File: config.mk
export PLATFORM = sky130hd
export DESIGN_NAME = header_queue
export DESIGN_NICKNAME = d
export VERILOG_FILES = /design/src/design/eth_tx_pkg.sv /design/src/design/header_queue.sv
export SDC_FILE = /design/constraint.sdc
export NUM_CORES = 1
export LEC_CHECK = 0
export BUFFER_PORTS_ARGS = -buffer_cell sky130_fd_sc_hd__buf_2
export CORE_UTILIZATION = 55
export CTS_BUF_LIST = sky130_fd_sc_hd__clkbuf_16
export CTS_CLUSTER_SIZE = 28
export DETAILED_ROUTE_END_ITERATION = 8
export GPL_TIMING_DRIVEN = 0
export PLACE_DENSITY = 0.82
export SLEW_MARGIN = 20
export SYNTH_ARGS = -nofsm -noshare
export SYNTH_HDL_FRONTEND = slang
export SYNTH_SLANG_ARGS = --single-unit
File: constraint.sdc
create_clock -name mac_tx_clk -period 6.2 [get_ports mac_tx_clk]
set_input_delay 0.31 -clock mac_tx_clk [delete_from_list [all_inputs] [get_ports mac_tx_clk]]
set_output_delay 0.31 -clock mac_tx_clk [all_outputs]
set_load 0.02 [all_outputs]
File: src/design/eth_tx_pkg.sv
package eth_tx_pkg;

	////////////////////////////////////////////////////////////
	// Field widths

	typedef logic [47:0] mac_addr_t;
	typedef logic [15:0] ethertype_t;

	// Payload length in bytes, sized for jumbo frames
	typedef logic [13:0] frame_len_t;

	// First byte on the wire sits in bits 31:24
	typedef logic [31:0] payload_word_t;

	// Valid bytes in one input word, 1 to 4
	typedef logic [2:0] word_bytes_t;

	typedef logic [7:0] tx_byte_t;

	////////////////////////////////////////////////////////////
	// State and byte select encodings

	typedef enum logic [1:0] {
		SEQ_IDLE,
		SEQ_HEADER,
		SEQ_PAYLOAD,
		SEQ_POP
	} seq_state_t;

	typedef enum logic [1:0] {
		SRC_DST_MAC,
		SRC_SRC_MAC,
		SRC_ETHERTYPE,
		SRC_PAYLOAD
	} byte_src_t;

	// Free payload words needed before a new packet is admitted
	localparam int MIN_FRAME_WORDS = 8;

	// Destination MAC, source MAC and ethertype
	localparam int HEADER_BYTES = 14;

endpackage

File: src/design/header_queue.sv
module header_queue #(
	parameter int HEADER_DEPTH = 16,
	localparam int HQ_W = $clog2(HEADER_DEPTH)
) (
	input  logic                   mac_tx_clk,
	input  logic                   rst_n,
	input  logic                   push,
	input  eth_tx_pkg::mac_addr_t  push_dst_mac,
	input  eth_tx_pkg::ethertype_t push_ethertype,
	input  eth_tx_pkg::frame_len_t push_len,
	input  logic                   pop,
	output logic                   full,
	output logic                   not_empty,
	output eth_tx_pkg::mac_addr_t  head_dst_mac,
	output eth_tx_pkg::ethertype_t head_ethertype,
	output eth_tx_pkg::frame_len_t head_len
);

	logic [HQ_W-1:0] wr_ptr;
	logic [HQ_W-1:0] rd_ptr;
	logic [HQ_W:0]   count;

	eth_tx_pkg::mac_addr_t  dst_mem [HEADER_DEPTH];
	eth_tx_pkg::ethertype_t type_mem [HEADER_DEPTH];
	eth_tx_pkg::frame_len_t len_mem [HEADER_DEPTH];

	assign full      = (count == (HQ_W + 1)'(HEADER_DEPTH));
	assign not_empty = (count != '0);

	// Show-ahead head entry
	assign head_dst_mac   = dst_mem[rd_ptr];
	assign head_ethertype = type_mem[rd_ptr];
	assign head_len       = len_mem[rd_ptr];

	always_ff @(posedge mac_tx_clk or negedge rst_n) begin
		if (!rst_n) begin
			wr_ptr <= '0;
			rd_ptr <= '0;
			count  <= '0;
		end else begin
			if (push)
				wr_ptr <= wr_ptr + 1'b1;
			if (pop)
				rd_ptr <= rd_ptr + 1'b1;
			count <= count + (push ? 1'b1 : 1'b0) - (pop ? 1'b1 : 1'b0);
		end
	end

	always_ff @(posedge mac_tx_clk) begin
		if (push) begin
			dst_mem[wr_ptr]  <= push_dst_mac;
			type_mem[wr_ptr] <= push_ethertype;
			len_mem[wr_ptr]  <= push_len;
		end
	end

	// Admission upstream and the sequencer downstream keep the queue in range
	a_no_overrun: assert property (
		@(posedge mac_tx_clk) disable iff (!rst_n)
		!(push && full) && !(pop && !not_empty)
	);

endmodule

=== After elaboration in Yosys (flattened, before gate mapping) ===
Memory sizes are Yosys's and may differ from the RTL's.
Cells that the tools add are included.

* Register bits: 13
* Bits in latches: 0
* RAM bits: 1248
* ROM bits: 0
* Input port bits: 82
* Output and inout port bits: 80
* Word-level logic and storage cells: 16
* Memories: 3

* Add/sub/neg operators: 4
* Multipliers: 0
* Divide/modulo/power cells: 0
* $lt $le $gt $ge: 0
* Equal/unequal tests: 1
* Shift-type cells: 0
* Mux-type cells: 4
* Bitwise logic cells: 0
* Reduce and logical (&&, ||, !) cells: 1

{| class="wikitable"
|+ Memory list
! name !! depth !! width !! read ports !! clocked after Yosys merged registers in !! write ports !! RTL line !! text
|-
| dst_mem || 16 || 48 || 1 || 0 || 1 || header_queue.sv:23 || <nowiki>eth_tx_pkg::mac_addr_t dst_mem [HEADER_DEPTH];</nowiki>
|-
| type_mem || 16 || 16 || 1 || 0 || 1 || header_queue.sv:24 || <nowiki>eth_tx_pkg::ethertype_t type_mem [HEADER_DEPTH];</nowiki>
|-
| len_mem || 16 || 14 || 1 || 0 || 1 || header_queue.sv:25 || <nowiki>eth_tx_pkg::frame_len_t len_mem [HEADER_DEPTH];</nowiki>
|}

{| class="wikitable"
|+ Operator list
! operator !! number
|-
| adder 4 x 1 -> 4 bit, second input constant || 2
|-
| adder 5 x 1 -> 5 bit || 1
|-
| equality test 5 bit, second input constant || 1
|-
| nonzero test 5 bit || 1
|-
| subtractor 5 x 1 -> 5 bit || 1
|-
| 2-to-1 mux 1 bit || 4
|}

=== Logic depth before layout (Yosys ltp) ===
* Word-level depth: 3
* Depth in mapped cells: 8
* Gate-level depth less buffers: 8

=== Worst setup path before layout ===
Ideal clock, no wire load.

* Kind: register -> register
* Start point: register wr_ptr[0]
* End point: memory dst_mem[2][0] in the netlist's numbering (enable)
* Setup time: 610 ps
* Arrival: 6013 ps
* Required time: 5590 ps
* Setup slack: -423 ps
* Cell stages (with the launch flop): 5
* Path buffers: 0
* Clock period less this slack: 6623 ps
* Path through: dfrtp_1 -> inv_1 -> ha_1 -> nand2_1 -> nor3_1

{| class="wikitable"
|+ RTL lines
! what !! RTL line !! text
|-
| from (decl) || header_queue.sv:19 || <nowiki>logic [HQ_W-1:0] wr_ptr;</nowiki>
|-
| from (signal assigned) || header_queue.sv:42 || <nowiki>wr_ptr <= wr_ptr + 1'b1;</nowiki>
|-
| to (decl) || header_queue.sv:23 ||
|}

Straight into the memory's write port.

=== Worst setup path in the final report ===
* Start point: register rd_ptr[2]
* End point: output head_ethertype[0]

* Longest elaborated chain between the ends: 1

{| class="wikitable"
|+ Ends and longest elaborated chain
! what !! RTL line !! text
|-
| from (decl) || header_queue.sv:20 || <nowiki>logic [HQ_W-1:0] rd_ptr;</nowiki>
|-
| from (signal assigned) || header_queue.sv:44 || <nowiki>rd_ptr <= rd_ptr + 1'b1;</nowiki>
|-
| memory (16 x 16 bit) || - ||
|-
| to (decl) || header_queue.sv:15 || <nowiki>output eth_tx_pkg::ethertype_t head_ethertype,</nowiki>
|}

No other way between the ends.

==> results.cfg <==
[synth]
yosys.area.top_type = edfxtp_1
ys_async_sr_fraction_pct = 1.031
yosysWarningCount = 0
synth_top_area_share_pct = 79.19
synthTopCellsByCount = edfxtp_1, mux4_2, a22oi_1, nand2_1, clkbuf_1
ys_ff_latch = 1261
syn-num-nets = 2078
synth_edf_count = 1248
synth_most_common_cell = edfxtp_1
seq_area_frac_synth_pct = 79.88
synth.area.top_cells = edfxtp_1, mux4_2, a22oi_1
synthFlopType = edfxtp_1
synth_area_sq_um = 47330
synthCells = 1984
synth_cell_types = 28
synth_area_per_cell_sq_um = 23.85

[setup_path]
path_buf_inv = 3
timing.rr.end = dst_mem[11][40]
crit_fanout = 10
rr_startpoint = wr_ptr[3]
crit_arrival_ps = 3740
crit_path_start_kind = register
r2r_cells = 7
cpPeakStageDelay_ps = 720
worstSetupPathType = reg -> out
regToRegSetupSlack_ps = 3080
cp_top_family = buffers and inverters
crit_slowest_cell = clkbuf_1
cp-end-kind = output port
required_ps = 5890
worstPathCellList = nor2_1, clkbuf_1, clkbuf_1, a22oi_1, nand2_1, buf_2
crit_path_frequent_cell = clkbuf_1

[global_routing]
first_global_vias = 25422
grt_max_degree = 23
antenna_found_initial = 7
grt_pass1_wl_um = 174100
grtUsageTotal_pct = 28.58
grt_overflow = 0

[place]
dp_hpwl_um = 71700
numPortBuffers = 161
gp_congestion = 0.7572
post-place-ws_ps = 2978
dpl_cell_area_sq_um = 51510

[run]
drv_cap = 0

[detailed_routing]
wl_per_cell_um = 33.17
drc = 0
vias = 24210
dr.pass1.iters = 5
first_iter_violations = 3462
drtAntennaViolNets = 0
finalWirelength_um = 122100
routed_via_density = 6.579

[clock_network]
ctsHoldBuffers = 79
clkLatencyLatePin_ps = 680
ctsRootBufferMaster = clkbuf_16
cts_buffers = 119
cts_tree = yes
numClockSinks = 1261
h-tree-depth = 3
postCtsSetupBuffers = 0
cts-resized-gates = 0
clock_path_buffers = 3
path_clk_slew_ps = 60

[sta]
fin_skew_ps = 19.33
max_freq_ghz = 0.2472
min_period_ps = 4045
finalSetupViolCount = 0
worst_pin_slew_ps = 950.5
fin_tns_setup_ps = 0
layout_setup_ws_ps = 2155
relSlewSlack_pct = 36.64
rsz0062_at_grt = false
finalCritPeriodShare_pct = 65.25
worst_hold_slack_ps = 34.39
hold_viol = 0
drv_slew = 0

[floorplan]
die_x_um = 295.3
die_h_um = 295.3
placementRows = 107
die_area_sq_um = 87220
core-area_sq_um = 85150
io_pins = 162
start_util_pct = 55.58

[hold_path]
hold_path_depth = 1
hold-path-endpoint = dst_mem[5][40]
worstHoldPathType = in -> reg
holdCritStartpoint = push_dst_mac[40]

[run_status]
status = finished, final reports clean

[pwr]
power.leakage_nw = 18.30
totalPowerFinal_mw = 26.52
peakVddDrop_mv = 0.3315
p_per_area_nw_per_um2 = 471.4

[finish]
drive_above_1_share_pct = 31.31
num-fill-cells = 5090
syn_to_final_growth_pct = 18.87
design_area_sq_um = 56260
nNetsFinal = 2523
==> layout make-up <==
class | count | area (sq um) | area share, %
Sequential cell | 1261 | 37800 | 67.19
Multi-Input combinational cell | 607 | 9070 | 16.12
Timing Repair Buffer | 324 | 3411 | 6.063
Clock buffer | 119 | 2978 | 5.293
Tap cell | 1144 | 1431 | 2.544
Clock inverter | 106 | 968.4 | 1.721
Buffer | 108 | 559.3 | 0.9942
Inverter | 8 | 30.03 | 0.05338
Antenna cell | 3 | 7.507 | 0.01334
==> flip-flops by register name, summed over array words and instances (netlist names) <==
signal    cells
count         5
dst_mem     768
len_mem     224
rd_ptr        4
type_mem    256
wr_ptr        4
==> metal layers <==
layer	up-vias	wire length (um)	share of wire, %	global-route usage, %
met3	368	12110	9.9	5.450
li1	9432	-	-	-
met5	-	38	0.031	0
met4	6	5495	4.5	11.98
met1	12533	40920	34	35.51
met2	1871	63490	52	49.50
==> stage by stage <==
stage | instances | util [%]
final | 3680 | 66.07
after floorplan | 1984 | -
after detailed placement | 3373 | 60.50
after CTS | 3677 | 66.06
after global placement | 3289 | 58.23
after global routing | 3679 | 66.07
==> worst register-to-register path, cell delays in order, from the launching register on <==
cell and delay [ps]:
dfrtp_1 340, clkbuf_1 540, nand2b_1 430, nor2_4 630, buf_16 240, buf_16 200, buf_16 200, buf_16 200
==> report_power, final <==
part           leakage, nW  internal (mW)  switching (mW)
clock network         1.99           4.17            3.18
logic                 4.88           3.41            5.25
registers             11.4           10.3           0.257
==> cells in the final DEF (no fill, tap or decap), types with 2 or more instances in the layout <==
| cell | count |
|---|---|
| a21oi_1 | 2 |
| a22oi_1 | 156 |
| buf_1 | 2 |
| buf_12 | 18 |
| buf_16 | 37 |
| buf_2 | 182 |
| buf_4 | 8 |
| buf_6 | 13 |
| buf_8 | 29 |
| bufinv_16 | 16 |
| clkbuf_1 | 64 |
| clkbuf_16 | 119 |
| clkinv_1 | 26 |
| clkinv_2 | 19 |
| clkinv_4 | 4 |
| clkinvlp_4 | 10 |
| dfrtp_1 | 13 |
| diode_2 | 3 |
| dlygate4sd3_1 | 79 |
| edfxtp_1 | 1248 |
| ha_1 | 11 |
| inv_1 | 31 |
| inv_6 | 6 |
| mux4_2 | 312 |
| nand2_1 | 85 |
| nand2b_1 | 2 |
| nand4_1 | 2 |
| nor2_4 | 12 |
| nor2b_1 | 2 |
| nor3_4 | 4 |
| xnor2_1 | 5 |
| xor2_1 | 5 |
==> how the worst max path moves through the flow <==
stage / slack (ps) / cells past startpoint / start / to
after global placement: -2050 / 4 / push / dst_mem[7][37]
after detailed placement: 2980 / 6 / rd_ptr[2] / head_ethertype[0]
after CTS: 2160 / 6 / rd_ptr[2] / head_ethertype[0]
final: 2150 / 6 / rd_ptr[2] / head_ethertype[0]
after global routing: 2040 / 6 / rd_ptr[2] / head_ethertype[0]
after floorplan: 1610 / 3 / wr_ptr[2] / dst_mem[7][0]
==> logic make-up (layout without fill, tap and decap cells) <==
logic type / Yosys count / after routing / share of synthesized area, %
AO/OA/AOI/OAI: 161 / 161 / 2.538
XOR/XNOR: 10 / 10 / 0.1851
adder cells (fa/ha/maj): 12 / 12 / 0.3331
buffers and inverters: 116 / 665 / 1.245
flip-flops: 1261 / 1261 / 79.88
multiplexers: 313 / 313 / 14.87
other: 0 / 3 / 0
AND/OR/NAND/NOR: 111 / 111 / 0.9518
No activity file was read; power rests on OpenSTA's default activity.
