### config.mk
export PLATFORM = sky130hd
export DESIGN_NAME = tx_byte_serializer
export DESIGN_NICKNAME = d
export VERILOG_FILES = /design/src/design/eth_tx_pkg.sv /design/src/design/tx_byte_serializer.sv
export SDC_FILE = /design/constraint.sdc
export NUM_CORES = 1
export LEC_CHECK = 0
export BUFFER_PORTS_ARGS = -buffer_cell sky130_fd_sc_hd__buf_4
export CAP_MARGIN = 20
export CORE_ASPECT_RATIO = 0.6
export CORE_MARGIN = 2
export CORE_UTILIZATION = 35
export CTS_CLUSTER_DIAMETER = 200
export DETAILED_ROUTE_END_ITERATION = 10
export SLEW_MARGIN = 20
export SYNTH_ARGS = -nofsm -noshare
export SYNTH_HDL_FRONTEND = slang
export SYNTH_SLANG_ARGS = --single-unit
export TNS_END_PERCENT = 20
### constraint.sdc
create_clock -name mac_tx_clk -period 1.9 [get_ports mac_tx_clk]
set_input_delay 0.285 -clock mac_tx_clk [delete_from_list [all_inputs] [get_ports mac_tx_clk]]
set_output_delay 0.285 -clock mac_tx_clk [all_outputs]
set_load 0.01 [all_outputs]
### src/design/eth_tx_pkg.sv
package eth_tx_pkg;

	////////////////////////////////////////////////////////////
	// Field widths

	typedef logic [47:0] mac_addr_t;
	typedef logic [15:0] ethertype_t;

	// Payload length in bytes, sized for jumbo frames
	typedef logic [13:0] frame_len_t;

	// First byte on the wire sits in bits 31:24
	typedef logic [31:0] payload_word_t;

	// Valid bytes in one input word, 1 to 4
	typedef logic [2:0] word_bytes_t;

	typedef logic [7:0] tx_byte_t;

	////////////////////////////////////////////////////////////
	// State and byte select encodings

	typedef enum logic [1:0] {
		SEQ_IDLE,
		SEQ_HEADER,
		SEQ_PAYLOAD,
		SEQ_POP
	} seq_state_t;

	typedef enum logic [1:0] {
		SRC_DST_MAC,
		SRC_SRC_MAC,
		SRC_ETHERTYPE,
		SRC_PAYLOAD
	} byte_src_t;

	// Free payload words needed before a new packet is admitted
	localparam int MIN_FRAME_WORDS = 8;

	// Destination MAC, source MAC and ethertype
	localparam int HEADER_BYTES = 14;

endpackage

### src/design/tx_byte_serializer.sv
module tx_byte_serializer (
	input  logic                      mac_tx_clk,
	input  logic                      rst_n,
	input  eth_tx_pkg::mac_addr_t     our_mac_address,
	input  logic                      load_header,
	input  eth_tx_pkg::mac_addr_t     head_dst_mac,
	input  eth_tx_pkg::ethertype_t    head_ethertype,
	input  logic                      word_load,
	input  eth_tx_pkg::payload_word_t rd_data,
	input  logic                      emit,
	input  logic                      frame_start,
	input  eth_tx_pkg::byte_src_t     byte_src,
	input  logic [2:0]                byte_index,
	output logic                      mac_tx_start,
	output logic                      mac_tx_valid,
	output eth_tx_pkg::tx_byte_t      mac_tx_data
);

	eth_tx_pkg::mac_addr_t     dst_mac_q;
	eth_tx_pkg::ethertype_t    ethertype_q;
	eth_tx_pkg::payload_word_t word_q;
	eth_tx_pkg::tx_byte_t      sel_byte;

	////////////////////////////////////////////////////////////
	// Held header fields and current payload word

	always_ff @(posedge mac_tx_clk) begin
		if (load_header) begin
			dst_mac_q   <= head_dst_mac;
			ethertype_q <= head_ethertype;
		end
		if (word_load)
			word_q <= rd_data;
	end

	// Index 0 is always the most significant byte
	always_comb begin
		unique case (byte_src)
			eth_tx_pkg::SRC_DST_MAC:   sel_byte = dst_mac_q[8 * (5 - byte_index) +: 8];
			eth_tx_pkg::SRC_SRC_MAC:   sel_byte = our_mac_address[8 * (5 - byte_index) +: 8];
			eth_tx_pkg::SRC_ETHERTYPE: sel_byte = ethertype_q[8 * (1 - byte_index[0]) +: 8];
			default:                   sel_byte = word_q[8 * (3 - byte_index[1:0]) +: 8];
		endcase
	end

	////////////////////////////////////////////////////////////
	// MAC output registers

	always_ff @(posedge mac_tx_clk or negedge rst_n) begin
		if (!rst_n) begin
			mac_tx_start <= 1'b0;
			mac_tx_valid <= 1'b0;
			mac_tx_data  <= '0;
		end else begin
			mac_tx_start <= frame_start;
			mac_tx_valid <= emit;
			// Data bus is zero between frames
			mac_tx_data  <= emit ? sel_byte : '0;
		end
	end

endmodule

# Word level (Yosys, flattened, before mapping)
# Cells that the tools add are included.
[classes]
add_sub_neg = 3
n_mul = 0
n_div = 0
magnitude_cmp = 0
n_eq_ne = 2
shift = 4
muxes = 2
n_bitwise = 0
reduce_logical = 1
[ops]
columns = ["op", "count"]
rows = [
  ["indexed part select 48 x 33 -> 8 bit", 2],
  ["indexed part select 16 x 33 -> 8 bit", 1],
  ["indexed part select 32 x 33 -> 8 bit", 1],
  ["one-hot mux 8 bit (3 select lines)", 1],
  ["2-to-1 mux 8 bit", 1],
  ["subtractor 3 x 3 -> 4 bit, first input constant", 1],
  ["subtractor 2 x 2 -> 3 bit, first input constant", 1],
  ["== test 2 x 1 -> 1 bit, second input constant", 1],
  ["== test 2 bit, second input constant", 1],
  ["logical NOT 2 bit", 1],
  ["subtractor 1 x 1 -> 2 bit, first input constant", 1],
]
[totals]
register_bits = 106
latchBits = 0
ramBits = 0
romBits = 0
output_inout_bits = 10
wordCells = 18
mem_count = 0

# Logic depth before layout (Yosys ltp)
# Gate-level depths: netlist of run 1.
[depth]
depth_word = 4
depth_mapped = 8
ltp_nobuf = 5

# Least setup slack after synthesis of run 1
# OpenSTA, ideal clock, no wires.
[synth_timing]
kind = "input to register"
start = "input port byte_src[0]"
end = "register mac_tx_data[3]"
setup_ns = 0.126
arrival_time_ns = 1.569
t_required_ns = 1.774
slack_ns = 0.205
stages = 7
n_path_buf = 2
path_cell_list = "nor2b_1 > buf_6 > buf_12 > mux4_2 > and2_1 > o221ai_1 > a21oi_1"
[synth_between]
elab_chain_cells = 3
elab_cells_between_ends = 5
[synth_rtl]
columns = ["element", "line", "source"]
rows = [
  ["start, declared", "tx_byte_serializer.sv:12", "input eth_tx_pkg::byte_src_t byte_src,"],
  ["== test 2 bit (tied with other cells)", "tx_byte_serializer.sv:38", "unique case (byte_src)"],
  ["one-hot mux 8 bit (3 select lines) (*)", "tx_byte_serializer.sv:38", ""],
  ["2-to-1 mux 8 bit (*)", "tx_byte_serializer.sv:58", "mac_tx_data <= emit ? sel_byte : '0;"],
  ["end signal, assigned", "tx_byte_serializer.sv:58", ""],
  ["end, declared", "tx_byte_serializer.sv:16", "output eth_tx_pkg::tx_byte_t mac_tx_data"],
]
# Every way passes the cells marked *; elsewhere a longest branch is shown, timed or not.
# A chain may end at the register's enable or synchronous reset.

# Final worst setup path of run 1
[layout_timing]
start = "input port byte_src[0]"
end = "register mac_tx_data[2]"
# Same word-level chain as after synthesis.

==> results of run 1 <==
## power groups by stage
stage | Clock [mW] | Sequential (mW) | Combinational (mW)
6_report | 1.88 | 2.80 | 0.718
2_1_floorplan | 0 | 2.84 | 0.272
5_1_grt | 2.02 | 2.82 | 0.774
4_1_cts | 1.93 | 2.80 | 0.723
3_3_place_gp | 0 | 2.85 | 0.709
3_5_place_dp | 0 | 2.85 | 0.718
## cell usage after synthesis (all sizes together) (2+ instances only)
library cell | n | area [um^2]
inv | 2 | 7.510
a22oi | 7 | 52.55
mux2i | 54 | 540.5
clkbuf | 2 | 7.510
o221ai | 15 | 131.4
and2 | 7 | 43.80
dfrtp | 10 | 250.2
a21oi | 8 | 40.04
nand2 | 11 | 41.29
o21ai | 2 | 10.01
edfxtp | 96 | 2883
buf | 11 | 88.84
o22ai | 8 | 50.05
nand3 | 8 | 40.04
nor2 | 2 | 7.510
mux4 | 9 | 206.5
## metal layers
metal,routed length [um],part of all wire
met1,5929,0.48
met2,5095,0.42
met3,1064,0.087
met4,183,0.015
met5,0,0
## worst paths after layout
| kind | from | end | slack (ns) | cells after the start |
|---|---|---|---|---|
| max | byte_src[0] | mac_tx_data[2]$_DFF_PN0_ | 0.38 | 8 |
| min in group asynchronous | rst_n | mac_tx_data[7]$_DFF_PN0_ | 0.31 | 2 |
| max in group asynchronous | rst_n | mac_tx_data[2]$_DFF_PN0_ | 1.44 | 2 |
| max reg2reg | dst_mac_q[10]$_DFFE_PP_ | mac_tx_data[2]$_DFF_PN0_ | 0.45 | 4 |
| min | frame_start | mac_tx_start$_DFF_PN0_ | 0.06 | 1 |
| min reg2reg | word_q[9]$_DFFE_PP_ | mac_tx_data[1]$_DFF_PN0_ | 0.71 | 4 |
## registers in the layout (all words and copies together), names as in the netlist
name          flops
dst_mac_q        48
word_q           32
ethertype_q      16
mac_tx_data       8
mac_tx_start      1
mac_tx_valid      1
## what timing repair did
action,4_1_cts,5_1_grt
setup buffers,0,0
endpoints found under the hold margin,10,0
hold buffers,1,0
## final cells by class
cell class                 instances  area [um^2]  share of cell area
multi-input combinational        137         1217              0.1961
clock inverter                     7        77.57             0.01249
clock buffer                       9        225.2             0.03627
timing repair buffer             173         1339              0.2156
sequential                       106         3133              0.5045
inverter                           3        11.26            0.001813
tap                              165        206.4             0.03325
## cell families after synthesis
| group | share of synthesized area |
|---|---|
| AOI/OAI and AO/OA | 0.06579 |
| adders and majority gates | 0.002811 |
| buffers and inverters | 0.02418 |
| DFF | 0.7040 |
| muxes | 0.1678 |
| and+or+nand+nor | 0.03543 |
## worst reg2reg max path, cell delays in order, from the launching register on
cell	delay, ns
edfxtp_1	0.38
mux4_2	0.46
and2_0	0.19
o221ai_1	0.19
a21oi_1	0.10
## per-stage QoR
stage          hold slack [ns]  cell area (um^2)
6_report               0.05883              6210
5_1_grt                0.03371              6210
4_1_cts                0.04643              6210
3_5_place_dp            0.1334              5897
3_3_place_gp            0.1312              5897
2_1_floorplan         -0.01059              4451
==> results.ini, run 1 <==
[outcome]
status = complete, no violations

[yosys]
syn_nets = 415
postSynthCellCount = 259
syn_area_per_cell_um2 = 17.18
synth_seq_area_share = 0.7040
synth_async_sr_flop_share = 0.09434
synth_warnings = 0
synth_seq_cells = 106
synth_cell_type_count = 29
syn_area_mm2 = 0.004451
synth_edf_count = 96
synthFlopType = edfxtp_1

[clocking]
cts_resized = 0
cts_tree = built
clock_path_buffers = 2
clk_latency_ns = 0.34
clock-sinks = 106
htree_levels = 3
clkTransAtPathRegs_ns = 0.07
clockRootBuffer = clkbuf_16
cts-buffers-inserted = 9

[global_route]
grt_max_degree = 65
grt_use_met2 = 0.2439
grt.busiest_layer = met1
globalRouteMet3Util = 0.05930
grt_pass1_wl_mm = 18.04
use_met1 = 0.2857
grt_util_all_layers = 0.1840
grt_pass1_vias = 3076
grt_overflow = 0
antenna_found_initial = 0

[layout]
fillers = 1044
final_cell_mix = buf_4 (169), edfxtp_1 (96), mux2i_1 (54)
antenna_cells = 0
final_util = 0.5082
nets = 586
drive_gt1_frac = 0.4552
layout_commonest_cell = buf_4
areaGrowthSynthToFinish_pct = 39.53
stdcell_count = 600

[place]
placed_cells = 583
routabilityCongestion = 0.8219
io_buffers = 164
dp_hpwl_mm = 9.463
place_ws_ns = 0.05103

[floorplanning]
start_util = 0.3643
rows = 31
dieArea_mm2 = 0.01366
core_area_mm2 = 0.01222
dieWidth_um = 149.6
die_h_um = 91.35
io_pins = 165

[power_and_ir_drop]
pwr-share-seq = 0.518
clkPwrFrac = 0.349
vdd_drop_max_v = 0.0004898
powerDensity_mw_per_mm2 = 869.8
design_power_total_mw = 5.401
switching_share = 0.2267
p_sw_mw = 1.225
leakagePower_nw = 2.516
p_comb_frac = 0.133
power.internal_mw = 4.177

[routing]
dr.pass1.iters = 4
vias = 2988
ant_nets = 0
drc = 0
wl_per_cell_um = 20.45
routed_via_density = 4.980
finalWirelength_mm = 12.27
drtIter0Drc = 169

[run]
maxCapViolCount = 0

[setup_path]
start_kind = input port
path_delay_family = compound AO/OA/AOI/OAI gates
cp_data_required_time_ns = 2.12
cpMaxStageDelayCell = mux2i_1
end_kind = register
critPathBufInv = 3
cp_max_fo = 23
worst-setup-path-type = in -> reg
worstPathCellList = buf_4 > nor2b_4 > buf_12 > buf_12 > mux2i_1 > o221ai_1 > o221ai_1 > a21oi_1
critPathMaxStageDelay_ns = 0.28
worstPathArrival_ns = 1.74

[hold_path]
hold_path_class = in -> reg

[sta]
setup_viol = 0
relSlewSlack = 0.5785
fin_ws_ns = 0.3829
rsz0062_at_grt = false
min_period_ns = 1.517
fmaxAchievable_mhz = 659.2
hold_violations = 0
worst_pin_slew_ns = 0.6299
final_max_slew_viol_count = 0
finalClockSkew_ns = 0.004995
setup_tns_ns = 0
period_share = 0.7985

Note: power is estimated with default switching activity, not from simulation.
==> run 2: changes to the inputs <==
--- a/config.mk
+++ b/config.mk
@@ -5,6 +5,7 @@
 export SDC_FILE = /design/constraint.sdc
 export NUM_CORES = 1
 export LEC_CHECK = 0
+export ABC_AREA = 1
 export BUFFER_PORTS_ARGS = -buffer_cell sky130_fd_sc_hd__buf_4
 export CAP_MARGIN = 20
 export CORE_ASPECT_RATIO = 0.6
==> constraint.sdc (replaced) <==
create_clock -name mac_tx_clk -period 1.2 [get_ports mac_tx_clk]
set_input_delay 0.18 -clock mac_tx_clk [delete_from_list [all_inputs] [get_ports mac_tx_clk]]
set_output_delay 0.18 -clock mac_tx_clk [all_outputs]
set_load 0.01 [all_outputs]
==> run 2 against run 1 <==
  * Cell count grew 45%
  * Sequential power grew 58%
  * Sequential share of layout area shrank 7.3 points
  * Register-to-register slack lost 0.34 ns
  * Critical path depth shrank 3
  * Combinational power grew 110%
  * Hold slack lost 0.042 ns
  * Core utilization grew 4.9 points
  * Synthesized cell count grew 81%
  * Routed wire length grew 16%
  * Critical path type is now reg -> reg
  * Highest routed layer unchanged
==> results.ini, run 2 <==
[hold_path]
min_to = mac_tx_valid$_DFF_PN0_
hold_path_class = in -> reg
hp-start = emit
whs_path_depth = 1

[routing]
drtIter0Drc = 218
vias = 4224
ant_nets = 0
finalWirelength_mm = 14.28
drc = 0
wl_per_cell_um = 16.39
routed_via_density = 4.850
dr.pass1.iters = 5

[power_and_ir_drop]
p_sw_mw = 2.189
p_comb_frac = 0.169
clkPwrFrac = 0.327
leakagePower_nw = 3.260
pwr-share-seq = 0.504
power.internal_mw = 6.603
powerDensity_mw_per_mm2 = 1210
switching_share = 0.2489
vdd_drop_max_v = 0.0006331

[setup_path]
cp_max_fo = 1
worstPathArrival_ns = 1.31
worstPathCellList = a21oi_1 > a22o_1 > nand2_1 > nand3_1 > a21oi_1
r2r_slack_ns = 0.11
crit_top_cell = a21oi_1
critPathMaxStageDelay_ns = 0.38
start_kind = register
worst-setup-path-type = reg -> reg
end_kind = register
cp_data_required_time_ns = 1.42
regToRegEndpoint = mac_tx_data[7]$_DFF_PN0_
rr_worst_depth = 5
cpMaxStageDelayCell = edfxtp_1
r2r-start = word_q[7]$_DFFE_PP_

[floorplanning]
start_util = 0.3653
die_h_um = 94.41
rows = 32
dieWidth_um = 154.7
dieArea_mm2 = 0.01460
core_area_mm2 = 0.01305
io_pins = 165

[sta]
setup_tns_ns = 0
setup_viol = 0
period_share = 0.9116
hold_violations = 0
final_max_slew_viol_count = 0
worst_pin_slew_ns = 0.3998
min_period_ns = 1.094
fmaxAchievable_mhz = 914.2
relSlewSlack = 0.7335
fin_ws_ns = 0.1061
rsz0062_at_grt = false
finalClockSkew_ns = 0.01181

[global_route]
grt_pass1_wl_mm = 21.84
grt_util_all_layers = 0.1986
grt_overflow = 0
grt_max_degree = 36
grt_pass1_vias = 3998
antenna_found_initial = 0

[clocking]
cts-buffers-inserted = 9
clock-sinks = 106
cts_tree = built
cts_setup_buffers = 0
htree_levels = 3
clk_latency_ns = 0.34
clock_path_buffers = 2
clockRootBuffer = clkbuf_16
clkTransAtPathRegs_ns = 0.08

[yosys]
synth_seq_cells = 106
synth_warnings = 0
synth_area_leaders = edfxtp_1 (60%), nand3_1 (13%), nand2_1 (10%)
postSynthCellCount = 468
synth_commonest_cells = nand2_1 (129), nand3_1 (128), edfxtp_1 (96)
synth_async_sr_flop_share = 0.09434
synth_top_area_frac = 0.6046
yosys.area.top_type = edfxtp_1
syn_nets = 624
synthFlopType = edfxtp_1
syn_area_mm2 = 0.004768
synth_edf_count = 96
synth_seq_area_share = 0.6570
syn_area_per_cell_um2 = 10.19
synth_most_common_cell = nand2_1
synth_cell_type_count = 16

[layout]
areaGrowthSynthToFinish_pct = 52.40
final_cell_mix = buf_4 (177), nand2_1 (128), nand3_1 (127)
regMostFlops = dst_mac_q
layout_commonest_cell = buf_4
antenna_cells = 0
largest_reg_flops = 48
drive_gt1_frac = 0.2981
reg_top3 = dst_mac_q (48), word_q (32), ethertype_q (16)
nets = 852
stdcell_count = 871

[outcome]
status = complete, no violations

[place]
dp_hpwl_mm = 10.58
routabilityCongestion = 0.8471
placed_cells = 795
place_ws_ns = -0.2618
io_buffers = 164

[run]
maxCapViolCount = 0

-- run 2: repair_timing --
action                                  CTS  global route
hold buffers                             49            11
gates resized for setup                   0             4
endpoints found under the setup margin    0             2
endpoints found under the hold margin    58            11
-- run 2: area by class of cell --
type	instances	area, um^2
Clock inverter	7	68.82
Inverter	39	146.4
Timing Repair Buffer	247	2121
Fill cell	1186	5786
Clock buffer	9	225.2
Multi-Input combinational cell	293	1360
Tap cell	170	212.7
Sequential cell	106	3133
-- run 2: metrics by stage --
stage	utilization	hold slack, ns	total power, mW	area [um^2]
finish	0.5567	0.01654	8.791	7267
floorplan	-	-0.1156	5.024	4773
CTS	0.5472	0.0001165	8.852	7142
global placement	0.4871	0.02573	5.827	6357
detailed placement	0.4871	0.02956	5.839	6357
global route	0.5567	0.0008097	9.175	7267
-- run 2: cell families after synthesis --
kind of cell    share of synthesized area
simple gates                       0.2393
fa+ha+maj                        0.002624
buf+inv                           0.06114
flops                              0.6570
compound gates                    0.03989
-- run 2: worst max-delay path by stage --
stage	start	end	slack [ns]
global route	word_q[7]$_DFFE_PP_	mac_tx_data[7]$_DFF_PN0_	0.002
finish	word_q[7]$_DFFE_PP_	mac_tx_data[7]$_DFF_PN0_	0.11
floorplan	byte_src[0]	mac_tx_data[0]$_DFF_PN0_	0.01
detailed placement	byte_src[1]	mac_tx_data[2]$_DFF_PN0_	-0.26
CTS	byte_src[1]	mac_tx_data[2]$_DFF_PN0_	0.09
global placement	byte_src[1]	mac_tx_data[2]$_DFF_PN0_	-0.21
-- run 2: per-layer routing --
layer	vias to the layer above	wire, um	global-route usage
met3	4	1066	0.05094
met1	1981	7063	0.3081
met5	-	0	0
met4	0	41	0.02778
met2	174	6105	0.2842
li1	2065	-	-
-- run 2: worst max-delay path: cells and delay by family (launching register included) --
kind             cells  cell delay [ns]
AND/OR/NAND/NOR      2             0.16
flip-flops           1             0.38
AO/OA/AOI/OAI        3             0.43
-- run 2: power by group through the flow --
stage | clock [mW] | combinational, mW | sequential, mW
2_1_floorplan | 0 | 0.522 | 4.50
3_3_place_gp | 0 | 1.32 | 4.51
3_5_place_dp | 0 | 1.32 | 4.52
4_1_cts | 2.96 | 1.46 | 4.43
5_1_grt | 3.08 | 1.64 | 4.46
6_report | 2.87 | 1.49 | 4.43
