===== src/design/eth_tx_pkg.sv =====
package eth_tx_pkg;

	////////////////////////////////////////////////////////////
	// Field widths

	typedef logic [47:0] mac_addr_t;
	typedef logic [15:0] ethertype_t;

	// Payload length in bytes, sized for jumbo frames
	typedef logic [13:0] frame_len_t;

	// First byte on the wire sits in bits 31:24
	typedef logic [31:0] payload_word_t;

	// Valid bytes in one input word, 1 to 4
	typedef logic [2:0] word_bytes_t;

	typedef logic [7:0] tx_byte_t;

	////////////////////////////////////////////////////////////
	// State and byte select encodings

	typedef enum logic [1:0] {
		SEQ_IDLE,
		SEQ_HEADER,
		SEQ_PAYLOAD,
		SEQ_POP
	} seq_state_t;

	typedef enum logic [1:0] {
		SRC_DST_MAC,
		SRC_SRC_MAC,
		SRC_ETHERTYPE,
		SRC_PAYLOAD
	} byte_src_t;

	// Free payload words needed before a new packet is admitted
	localparam int MIN_FRAME_WORDS = 8;

	// Destination MAC, source MAC and ethertype
	localparam int HEADER_BYTES = 14;

endpackage


===== src/design/frame_sequencer.sv =====
module frame_sequencer #(
	parameter int PACKET_DEPTH = 1024,
	localparam int PTR_W = $clog2(PACKET_DEPTH)
) (
	input  logic                   mac_tx_clk,
	input  logic                   rst_n,
	input  logic                   mac_tx_ready,
	input  logic                   not_empty,
	input  logic                   packet_ready,
	input  eth_tx_pkg::frame_len_t head_len,
	output logic                   hdr_pop,
	output logic                   load_header,
	output logic                   rd_en,
	output logic [PTR_W-1:0]       rd_offset,
	output logic                   word_load,
	output logic                   pop_packet,
	output logic [PTR_W:0]         pop_words,
	output logic                   emit,
	output logic                   frame_start,
	output eth_tx_pkg::byte_src_t  byte_src,
	output logic [2:0]             byte_index
);

	eth_tx_pkg::seq_state_t state;
	eth_tx_pkg::frame_len_t len_q;
	eth_tx_pkg::frame_len_t pos;
	eth_tx_pkg::frame_len_t end_pos;
	logic                   take;

	////////////////////////////////////////////////////////////
	// Frame position bookkeeping

	// pos counts wire bytes from the first destination MAC byte
	assign end_pos = eth_tx_pkg::frame_len_t'(eth_tx_pkg::HEADER_BYTES) + len_q;

	// Header, payload and MAC must all be ready
	assign take = (state == eth_tx_pkg::SEQ_IDLE) && not_empty && packet_ready &&
		mac_tx_ready;
	assign hdr_pop     = take;
	assign load_header = take;

	assign emit        = (state == eth_tx_pkg::SEQ_HEADER) ||
		(state == eth_tx_pkg::SEQ_PAYLOAD);
	assign frame_start = (state == eth_tx_pkg::SEQ_HEADER) && (pos == '0);

	// Fetch a word two bytes ahead of its first byte, the first one at header byte 12
	assign rd_en = emit && (pos[1:0] == 2'd0) &&
		(pos >= eth_tx_pkg::frame_len_t'(eth_tx_pkg::HEADER_BYTES - 2)) &&
		((pos + eth_tx_pkg::frame_len_t'(2)) < end_pos);

	// Round the length up to whole words
	assign pop_packet = (state == eth_tx_pkg::SEQ_POP);
	assign pop_words  = (PTR_W + 1)'(len_q[13:2] + {11'd0, |len_q[1:0]});

	////////////////////////////////////////////////////////////
	// Byte select

	always_comb begin
		byte_src   = eth_tx_pkg::SRC_PAYLOAD;
		byte_index = {1'b0, pos[1:0] + 2'd2};
		if (state == eth_tx_pkg::SEQ_HEADER) begin
			if (pos < eth_tx_pkg::frame_len_t'(6)) begin
				byte_src   = eth_tx_pkg::SRC_DST_MAC;
				byte_index = pos[2:0];
			end else if (pos < eth_tx_pkg::frame_len_t'(12)) begin
				byte_src   = eth_tx_pkg::SRC_SRC_MAC;
				byte_index = 3'(pos - eth_tx_pkg::frame_len_t'(6));
			end else begin
				byte_src   = eth_tx_pkg::SRC_ETHERTYPE;
				byte_index = 3'(pos - eth_tx_pkg::frame_len_t'(12));
			end
		end
	end

	////////////////////////////////////////////////////////////
	// Sequencer FSM

	always_ff @(posedge mac_tx_clk or negedge rst_n) begin
		if (!rst_n) begin
			state     <= eth_tx_pkg::SEQ_IDLE;
			len_q     <= '0;
			pos       <= '0;
			rd_offset <= '0;
			word_load <= 1'b0;
		end else begin
			// Serializer picks up read data the cycle after the read
			word_load <= rd_en;
			if (rd_en)
				rd_offset <= rd_offset + 1'b1;
			unique case (state)
				eth_tx_pkg::SEQ_IDLE: begin
					if (take) begin
						len_q     <= head_len;
						pos       <= '0;
						rd_offset <= '0;
						state     <= eth_tx_pkg::SEQ_HEADER;
					end
				end
				eth_tx_pkg::SEQ_HEADER: begin
					pos <= pos + 1'b1;
					if (pos == eth_tx_pkg::frame_len_t'(eth_tx_pkg::HEADER_BYTES - 1))
						state <= (len_q == '0) ? eth_tx_pkg::SEQ_POP : eth_tx_pkg::SEQ_PAYLOAD;
				end
				eth_tx_pkg::SEQ_PAYLOAD: begin
					pos <= pos + 1'b1;
					if (pos == end_pos - 1'b1)
						state <= eth_tx_pkg::SEQ_POP;
				end
				// Release the payload words, leaves a gap between frames
				eth_tx_pkg::SEQ_POP: state <= eth_tx_pkg::SEQ_IDLE;
				default: state <= eth_tx_pkg::SEQ_IDLE;
			endcase
		end
	end

	// A frame only begins right after a take with the MAC ready
	a_start_from_idle: assert property (
		@(posedge mac_tx_clk) disable iff (!rst_n)
		frame_start |-> $past(state == eth_tx_pkg::SEQ_IDLE && mac_tx_ready)
	);

endmodule


===== config.mk =====
export PLATFORM = sky130hd
export DESIGN_NAME = frame_sequencer
export DESIGN_NICKNAME = d
export VERILOG_FILES = /design/src/design/eth_tx_pkg.sv /design/src/design/frame_sequencer.sv
export SDC_FILE = /design/constraint.sdc
export NUM_CORES = 1
export LEC_CHECK = 0
export BUFFER_PORTS_ARGS = -buffer_cell sky130_fd_sc_hd__buf_2
export CORE_UTILIZATION = 40
export CTS_CLUSTER_DIAMETER = 40
export DETAILED_ROUTE_END_ITERATION = 16
export SYNTH_ARGS = -nofsm -noshare
export SYNTH_HDL_FRONTEND = slang
export SYNTH_SLANG_ARGS = --single-unit

===== constraint.sdc =====
create_clock -name mac_tx_clk -period 4.46 [get_ports mac_tx_clk]
set_clock_uncertainty 0.15 [all_clocks]
set_input_delay 0.669 -clock mac_tx_clk [delete_from_list [all_inputs] [get_ports mac_tx_clk]]
set_output_delay 0.669 -clock mac_tx_clk [all_outputs]
set_load 0.02 [all_outputs]

Yosys cells after proc, flatten, opt, wreduce, memory -nomap -nowiden:

Index checks and enable logic that the tools add are counted.
Widths: inputs -> output; s select.

* $add $sub $neg: 9
* multiply operators: 0
* divide/modulo/power cells: 0
* magnitude comparators: 4
* equal/unequal tests: 8
* shifts and indexed selects: 0
* mux-type cells: 16
* bitwise logic cells: 0
* reductions and logical operators: 18

Operators with widths (count)
* $mux 10: 3
* $logic_not 14->1: 2
* $pmux 14 s2: 1
* $add 14x1->14 const B: 1
* $add 14x2->14 const B: 1
* $add 4x14->14 const A: 1
* $eq 14x14->1: 1
* $eq 14x4->1 const B: 1
* $ge 14x4->1 const B: 1
* $lt 14x14->1: 1
* $lt 14x3->1 const B: 1
* $lt 14x4->1 const B: 1
* $mux 14: 1
* $sub 14x1->14 const B: 1
* $mux 2: 6
* $add 11x1->11: 1
* $add 10x1->10 const B: 1
* $mux 3: 3
* $pmux 2 s4: 1
* $logic_and 1x1->1: 7
* $sub 3x3->3 const B: 2
* $eq 2x2->1 const B: 2
* $logic_not 2->1: 2
* $ne 2x1->1 const B: 2
* 9 further kinds: 11

* register bits: 41
* bits in latches: 0
* bits in writable memories: 0
* bits in read-only memories: 0
* bits of input ports: 19
* output and inout port bits: 33
* word-level logic and storage cells: 60
* memories kept: 0

Longest topological paths before layout:

Gate-level depths: netlist (run 1).

* depth in word-level cells: 8
* mapped depth: 16
* gate-level depth less buffers: 14

Worst setup path after synthesis (run 1):

Ideal clock, no wire load.

* kind: reg2out
* start point: register pos[5]
* end point: output rd_en
* arrival: 2.787 ns
* setup slack: 0.854 ns
* stages on the path, launching flop included: 15
* cell sequence: dfrtp_1 clkbuf_1 nand4_1 inv_1 nand2_1 nor2_1 nand3_1 xnor2_1 ha_1 a21oi_1 nor2b_1 o21ai_0 o211ai_1 clkbuf_1 nor2_1

* longest elaborated chain between the ends: 3
* elaborated cells between the ends (all ways): 5
* those cells by class: 1 x add/sub; 2 x order compare; 2 x reduce/logical

Ends and longest elaborated chain
* start, declared: RTL line frame_sequencer.sv:26 `eth_tx_pkg::frame_len_t pos;`
* start signal, assigned: RTL line frame_sequencer.sv:100 `pos <= pos + 1'b1;`
* start signal, assigned: RTL line frame_sequencer.sv:105 `pos <= pos + 1'b1;`
* $add 14x2->14 or $ge 14x4->1 (tied branches): RTL line frame_sequencer.sv:49, frame_sequencer.sv:48
* $lt 14x14->1 or $logic_and 1x1->1 (tied branches): RTL line frame_sequencer.sv:49, frame_sequencer.sv:47
* $logic_and 1x1->1 (*): RTL line frame_sequencer.sv:48 `(pos >= eth_tx_pkg::frame_len_t'(eth_tx_pkg::HEADER_BYTES - 2)) &&`
* end, declared: RTL line frame_sequencer.sv:13 `output logic rd_en,`

Mark *: on every way between the ends. The rest lies on a longest branch, timed or not.

Worst setup path after layout (run 1):

* start point: register len_q[1]
* end point: output rd_en

* longest elaborated chain between the ends: 3

Ends and longest elaborated chain
* start, declared: RTL line frame_sequencer.sv:25 `eth_tx_pkg::frame_len_t len_q;`
* start signal, assigned: RTL line frame_sequencer.sv:93 `len_q <= head_len;`
* $add 4x14->14: RTL line frame_sequencer.sv:34 `assign end_pos = eth_tx_pkg::frame_len_t'(eth_tx_pkg::HEADER_BYTES) + len_q;`
* $lt 14x14->1: RTL line frame_sequencer.sv:49 `((pos + eth_tx_pkg::frame_len_t'(2)) < end_pos);`
* $logic_and 1x1->1: RTL line frame_sequencer.sv:48

Every way passes these cells.

==> flow_metrics.tcl, run 1 <==
set metrics [dict create \
    final_hold_viol_count 0 \
    clock_latency_ns 0.29 \
    setup.worst_path.start_class "register" \
    initial_core_util_pct 41.86 \
    grt_pass1_vias 3110 \
    crit_type "register to output pin" \
    p_int_uw 517.0 \
    nets 529 \
    die_area_um2 9603 \
    hpwlAfterDp_um 7113 \
    timing.setup.tns_ns 0 \
    synthFlopType "dfrtp_1" \
    numPortBuffers 51 \
    num_io_pins 52 \
    htree_num_levels 2 \
    wl_um 9195 \
    min_period_over_period_pct 93.35 \
    die_w_um 98.00 \
    async_reset_ff_share_pct 100.0 \
    num_rows 34 \
    vias 3221 \
    routed_via_density 5.478 \
    hold_buffers 0 \
    p_per_area_nw_per_um2 161.7 \
    arrival_ns 3.34 \
    route.detailed.wl_per_inst_um 15.64 \
    antenna_cells 0 \
    cts_buffers 5 \
    drc_errors 0 \
    fin_hold_ws_ns 0.3771 \
    clkTransAtPathRegs_ns 0.08 \
    crit_fanout 14 \
    gp_congestion 0.8601 \
    syn-instance-count 447 \
    syn2layout_area_growth_pct 10.49 \
    cp_data_required_time_ns 3.64 \
    track_usage_pct 19.85 \
    grt_pass1_wl_um 15350 \
    cts.sinks 41 \
    layout_min_cycle_time_ns 4.163 \
    tightest_slew_ns 0.9703 \
    ys_seq_area_share_pct 27.83 \
    rsz0062_at_grt "false" \
    synthesis.nets 497 \
    max-vdd-ir-drop_uv 97.66 \
    ys_ff_latch 41 \
    nFillCells 879 \
    cts_tree "done" \
    yosysWarningCount 0 \
    ant_nets 0 \
    setup_viol 0 \
    drive_gt1_share_pct 15.21 \
    coreArea_um2 8806 \
    fmax_mhz 240.2 \
    switching_share_pct 21.49 \
    slew_violations 0 \
    switching_power_uw 141.5 \
    place_inst 580 \
    fin_cells 588 \
    relSlewSlack_pct 35.32 \
    grt_max_degree 42 \
    synth.distinct_cells 56 \
    min_path_type "primary input to async pin" \
    grt_overflow_total 0 \
    syn_area_per_cell_um2 8.246 \
    seqPwrFrac_pct 56.4 \
    synth_edf_count 0 \
    dr.pass1.iters 4 \
    drt-initial-drc-count 151 \
    clock_power_share_pct 41.3 \
    leakage_nw 1.827 \
    cts_buffer_depth 2 \
    die_h_um 98.00 \
    synth_area_um2 3686 \
    cts_root_buffer "clkbuf_8" \
    combPwrFrac_pct 2.3 \
    endpoint_kind "output pin" \
    grt_antenna_before_repair 0 \
    status "completed" \
    maxCapViolations 0 \
]
==> synth_stat cells, types with 6 or more instances <==
library cell  number  area share [%]
o21ai_0           23             3.1
nor2_1            27             2.7
clkbuf_1          14             1.4
nand2_1           66             6.7
nand2b_1           7             1.2
ha_1              31              11
nand4_1           19             3.2
dfrtp_1           41              28
o21a_1             7             1.4
inv_1             15             1.5
mux2i_1           10             2.7
nor2b_1            6             1.0
nand3_1           17             2.3
buf_2              8             1.1
nor3_1            16             2.2
xor2_1            21             5.0
nor4_1             7             1.2
a21oi_1           16             2.2
xnor2_1           35             8.3
==> logic make-up (layout without fill, tap and decap cells) <==
group	after synthesis	count (layout)	synth area share (%)
adders and majority gates	31	31	10.52
buffers and inverters	44	77	5.159
and+or+nand+nor	191	191	26.27
xor gates and xnor gates	57	57	13.92
muxes	11	11	3.123
DFF	41	41	27.83
AOI/OAI and AO/OA	72	72	13.17
==> per-stage QoR <==
stage	cell area, um^2	power [mW]	setup WS (ns)	utilization (%)
after floorplan	3686	0.3790	0.8544	-
final	4073	0.6585	0.2967	46.25
after detailed placement	3961	0.3948	0.5592	44.98
after global placement	3961	0.3946	0.7275	44.98
after CTS	4063	0.6702	0.2294	46.14
after global routing	4073	0.6861	0.01596	46.25
==> worst max-delay path, cell delays in order (launching register included) <==
cell and delay (ns):
dfrtp_1 0.46, inv_1 0.12, ha_1 0.25, nand2b_1 0.18
nand3_1 0.12, xnor2_1 0.38, ha_1 0.33, a21o_1 0.16
a21o_1 0.17, a21oi_1 0.16, o211ai_1 0.13, buf_4 0.21
nor2_1 0.19, buf_2 0.20
==> power by group through the flow <==
stage | Clock [mW] | Combinational (mW) | Sequential (mW)
floorplan | 0 | 0.000145 | 0.379
global placement | 0 | 0.0159 | 0.379
detailed placement | 0 | 0.0160 | 0.379
CTS | 0.283 | 0.0161 | 0.371
global route | 0.297 | 0.0177 | 0.371
finish | 0.272 | 0.0152 | 0.371
==> layout by cell type (no fill, tap or decap), drive strengths merged, types with 2 or more instances in the layout <==
master	netlist	routed
ha	31	31
nor4	8	8
nand3	18	18
and3	2	2
xnor2	35	35
nor2b	6	6
a2111oi	2	2
nor3	17	17
and4b	2	2
and2	5	5
a21o	4	4
inv	15	15
o31ai	3	3
nand4	19	19
or3	4	4
dfrtp	41	41
a31oi	2	2
o21a	7	7
mux2i	10	10
xor2	21	21
clkinv	1	2
o211a	2	2
nand2b	7	7
o211ai	3	3
nand2	66	66
buf	14	53
o21ai	23	23
nor2	27	27
clkbuf	14	7
a21oi	16	16
or4	6	6
==> state kept, by name, summed over array words and instances, names as in the netlist <==
register	count
len_q	14
rd_offset	10
word_load	1
state	2
pos	14
==> metal layers <==
layer  routed length, um  global-route usage, %  share of wire, %
met1                4350                  27.22                47
met2                4481                  33.53                49
met3                 270                  2.362               2.9
met4                  92                  4.196               1.0
met5                   0                      0                 0
==> layout make-up <==
type	count	area, um^2	area share (%)
flip-flops and latches	41	1027	25.22
clock inverters	1	5.005	0.1229
repair buffers	53	270.3	6.636
well taps	108	135.1	3.318
inverters	16	60.06	1.475
clock buffers	7	96.34	2.366
multi-input cells	362	2479	60.86
==> repair_timing <==
action / in CTS / in global routing
gates resized for setup: 0 / 3
buffers inserted: 0 / 0
setup endpoints to repair: 0 / 1
==> path summary, 6_finish.rpt <==
check	slack, ns	endpoint	from	cells after the start
min	0.38	pos[8]	rst_n	1
max reg2reg	0.90	rd_offset[4]	len_q[1]	13
max	0.30	rd_en	len_q[1]	13
min in group mac_tx_clk	0.39	rd_offset[9]	rd_offset[9]	2
min reg2reg	0.39	rd_offset[9]	rd_offset[9]	2
max in group asynchronous	3.13	pos[2]	rst_n	1
Power figures use the tool's default switching activity.
==> inputs of run 2 (changes only) <==
CORE_MARGIN = 2   (was not set)
==> run 2 against run 1 <==
Die area is 4.1% higher. Critical endpoint unchanged. Sequential power is essentially flat. Setup slack lost 0.035 ns. First-iteration DRC count rose by 6.0%. Via count is 0.84% higher. Sequential share of layout area shrank 0.11 points. Largest power group unchanged. Cell area up 0.43%. Cell count is 0.85% higher. Utilization decreased by 1.3 points.
==> flow_metrics.tcl, run 2 (synthesis gave the netlist of run 1 again) <==
set metrics [dict create \
    cp_data_required_time_ns 3.64 \
    status "completed" \
    ant_nets 0 \
    r2r_slack_ns 0.86 \
    setup_viol 0 \
    max-vdd-ir-drop_uv 95.47 \
    cp_cell_sequence "inv_1, ha_1, nand2b_1, nand3_1, xnor2_1, ha_1, a21o_1, a21o_1, a21oi_1, o211ai_1, buf_4, nor2_1, buf_2" \
    grt_overflow_total 0 \
    ff_latch_area_um2 1027 \
    clkTransAtPathRegs_ns 0.08 \
    slew_violations 0 \
    stdcell_area_um2 4090 \
    cp_slowest_cell "dfrtp_1" \
    die_w_um 100.0 \
    grt_max_degree 42 \
    top_regs "len_q (14), pos (14), rd_offset (10)" \
    combPwrFrac_pct 2.2 \
    clock_power_share_pct 41.6 \
    layout_min_cycle_time_ns 4.199 \
    final_common_cell "nand2_1" \
    min_period_over_period_pct 94.14 \
    crit_fanout 14 \
    timing.setup.tns_ns 0 \
    switching_power_uw 144.5 \
    grt_pass1_vias 3107 \
    p_total_uw 661.5 \
    postCtsSetupBuffers 0 \
    max_stage_delay_ns 0.47 \
    p_per_area_nw_per_um2 161.7 \
    drive_gt1_share_pct 15.35 \
    syn2layout_area_growth_pct 10.96 \
    htree_num_levels 2 \
    cts_buffers 5 \
    nFillCells 921 \
    path_buf_inv 3 \
    cts.sinks 41 \
    cp_top_family "compound AO/OA/AOI/OAI gates" \
    seqPwrFrac_pct 56.1 \
    nets 531 \
    cts_root_buffer "clkbuf_8" \
    grt_pass1_wl_um 15540 \
    die_area_um2 9999 \
    utilization_pct 44.90 \
    routed_via_density 5.477 \
    min_path_type "primary input to async pin" \
    track_usage_pct 19.33 \
    rsz0062_at_grt "false" \
    crit_type "register to output pin" \
    antenna_cells 0 \
    gp_congestion 0.9150 \
    numPortBuffers 51 \
    drt-initial-drc-count 160 \
    final_hold_viol_count 0 \
    leakage_nw 1.837 \
    tightest_slew_ns 0.9646 \
    post_dp_cell_area_um2 3980 \
    final_cell_mix "nand2_1, buf_2, dfrtp_1" \
    wl_um 9401 \
    initial_core_util_pct 40.47 \
    vias 3248 \
    fmax_mhz 238.2 \
    fin_hold_ws_ns 0.3556 \
    hpwlAfterDp_um 7230 \
    grt_antenna_before_repair 0 \
    coreArea_um2 9109 \
    num_rows 35 \
    die_h_um 100.0 \
    drc_errors 0 \
    multi_input_area_um2 2477 \
    p_int_uw 517.0 \
    setup.worst_path.start_class "register" \
    cts_tree "done" \
    cts_buffer_depth 2 \
    endpoint_kind "output pin" \
    arrival_ns 3.38 \
    route.detailed.wl_per_inst_um 15.85 \
    clock_latency_ns 0.30 \
    num_io_pins 52 \
    dr.pass1.iters 4 \
    switching_share_pct 21.84 \
    maxCapViolations 0 \
    relSlewSlack_pct 35.69 \
]
[run 2: cell types whose count changed in the layout (fill, tap and decap cells not counted), sizes merged]
cell,delta
buf,+2
[run 2: area by class of cell]
cell class / count / area share [%]
clock buffers: 7 / 2.355
flip-flops and latches: 41 / 25.11
clock inverters: 1 / 0.1224
repair buffers: 55 / 6.975
inverters: 16 / 1.468
well taps: 111 / 3.396
multi-input cells: 362 / 60.57
[run 2: metrics by stage]
step | cells | setup WS, ns
global route | 593 | 0.01579
detailed placement | 585 | 0.6042
global placement | 585 | 0.7039
floorplan | 447 | 0.8544
CTS | 593 | 0.2552
finish | 593 | 0.2615
[run 2: what timing repair did]
action | in CTS | in global routing
setup endpoints to repair | 0 | 1
gates resized for setup | 0 | 2
hold buffers | 0 | 0
[run 2: power by group through the flow]
stage          sequential, mW  combinational [mW]  clock [mW]
2_1_floorplan           0.379            0.000145           0
3_3_place_gp            0.379              0.0159           0
3_5_place_dp            0.379              0.0158           0
4_1_cts                 0.371              0.0158       0.283
5_1_grt                 0.371              0.0173       0.293
6_report                0.371              0.0148       0.275
[run 2: worst paths after layout]
kind	to	from	cells past startpoint
min reg2reg	rd_offset[9]	rd_offset[9]	2
max in group asynchronous	pos[2]	rst_n	1
min in group mac_tx_clk	rd_offset[9]	rd_offset[9]	2
min	pos[8]	rst_n	1
max	rd_en	len_q[1]	13
max reg2reg	rd_offset[3]	len_q[1]	13
[run 2: per-layer routing]
layer / vias to the layer above / global-route usage (%) / share of wire (%)
met4: 0 / 5.058 / 1.6
met5: - / 0 / 0
met1: 1540 / 26.63 / 47
met2: 65 / 32.38 / 48
li1: 1630 / - / -
met3: 13 / 2.228 / 3.4
[run 2: worst register-to-register path, stage by stage, from the launching register on]
cell and delay (ns):
dfrtp_1 0.47, inv_1 0.11, ha_1 0.25, nand2b_1 0.19
nand3_1 0.12, xnor2_1 0.39, ha_1 0.34, a21o_1 0.16
a21o_1 0.17, a21oi_1 0.17, o211ai_1 0.13, buf_4 0.21
or4_1 0.50, a21oi_1 0.15
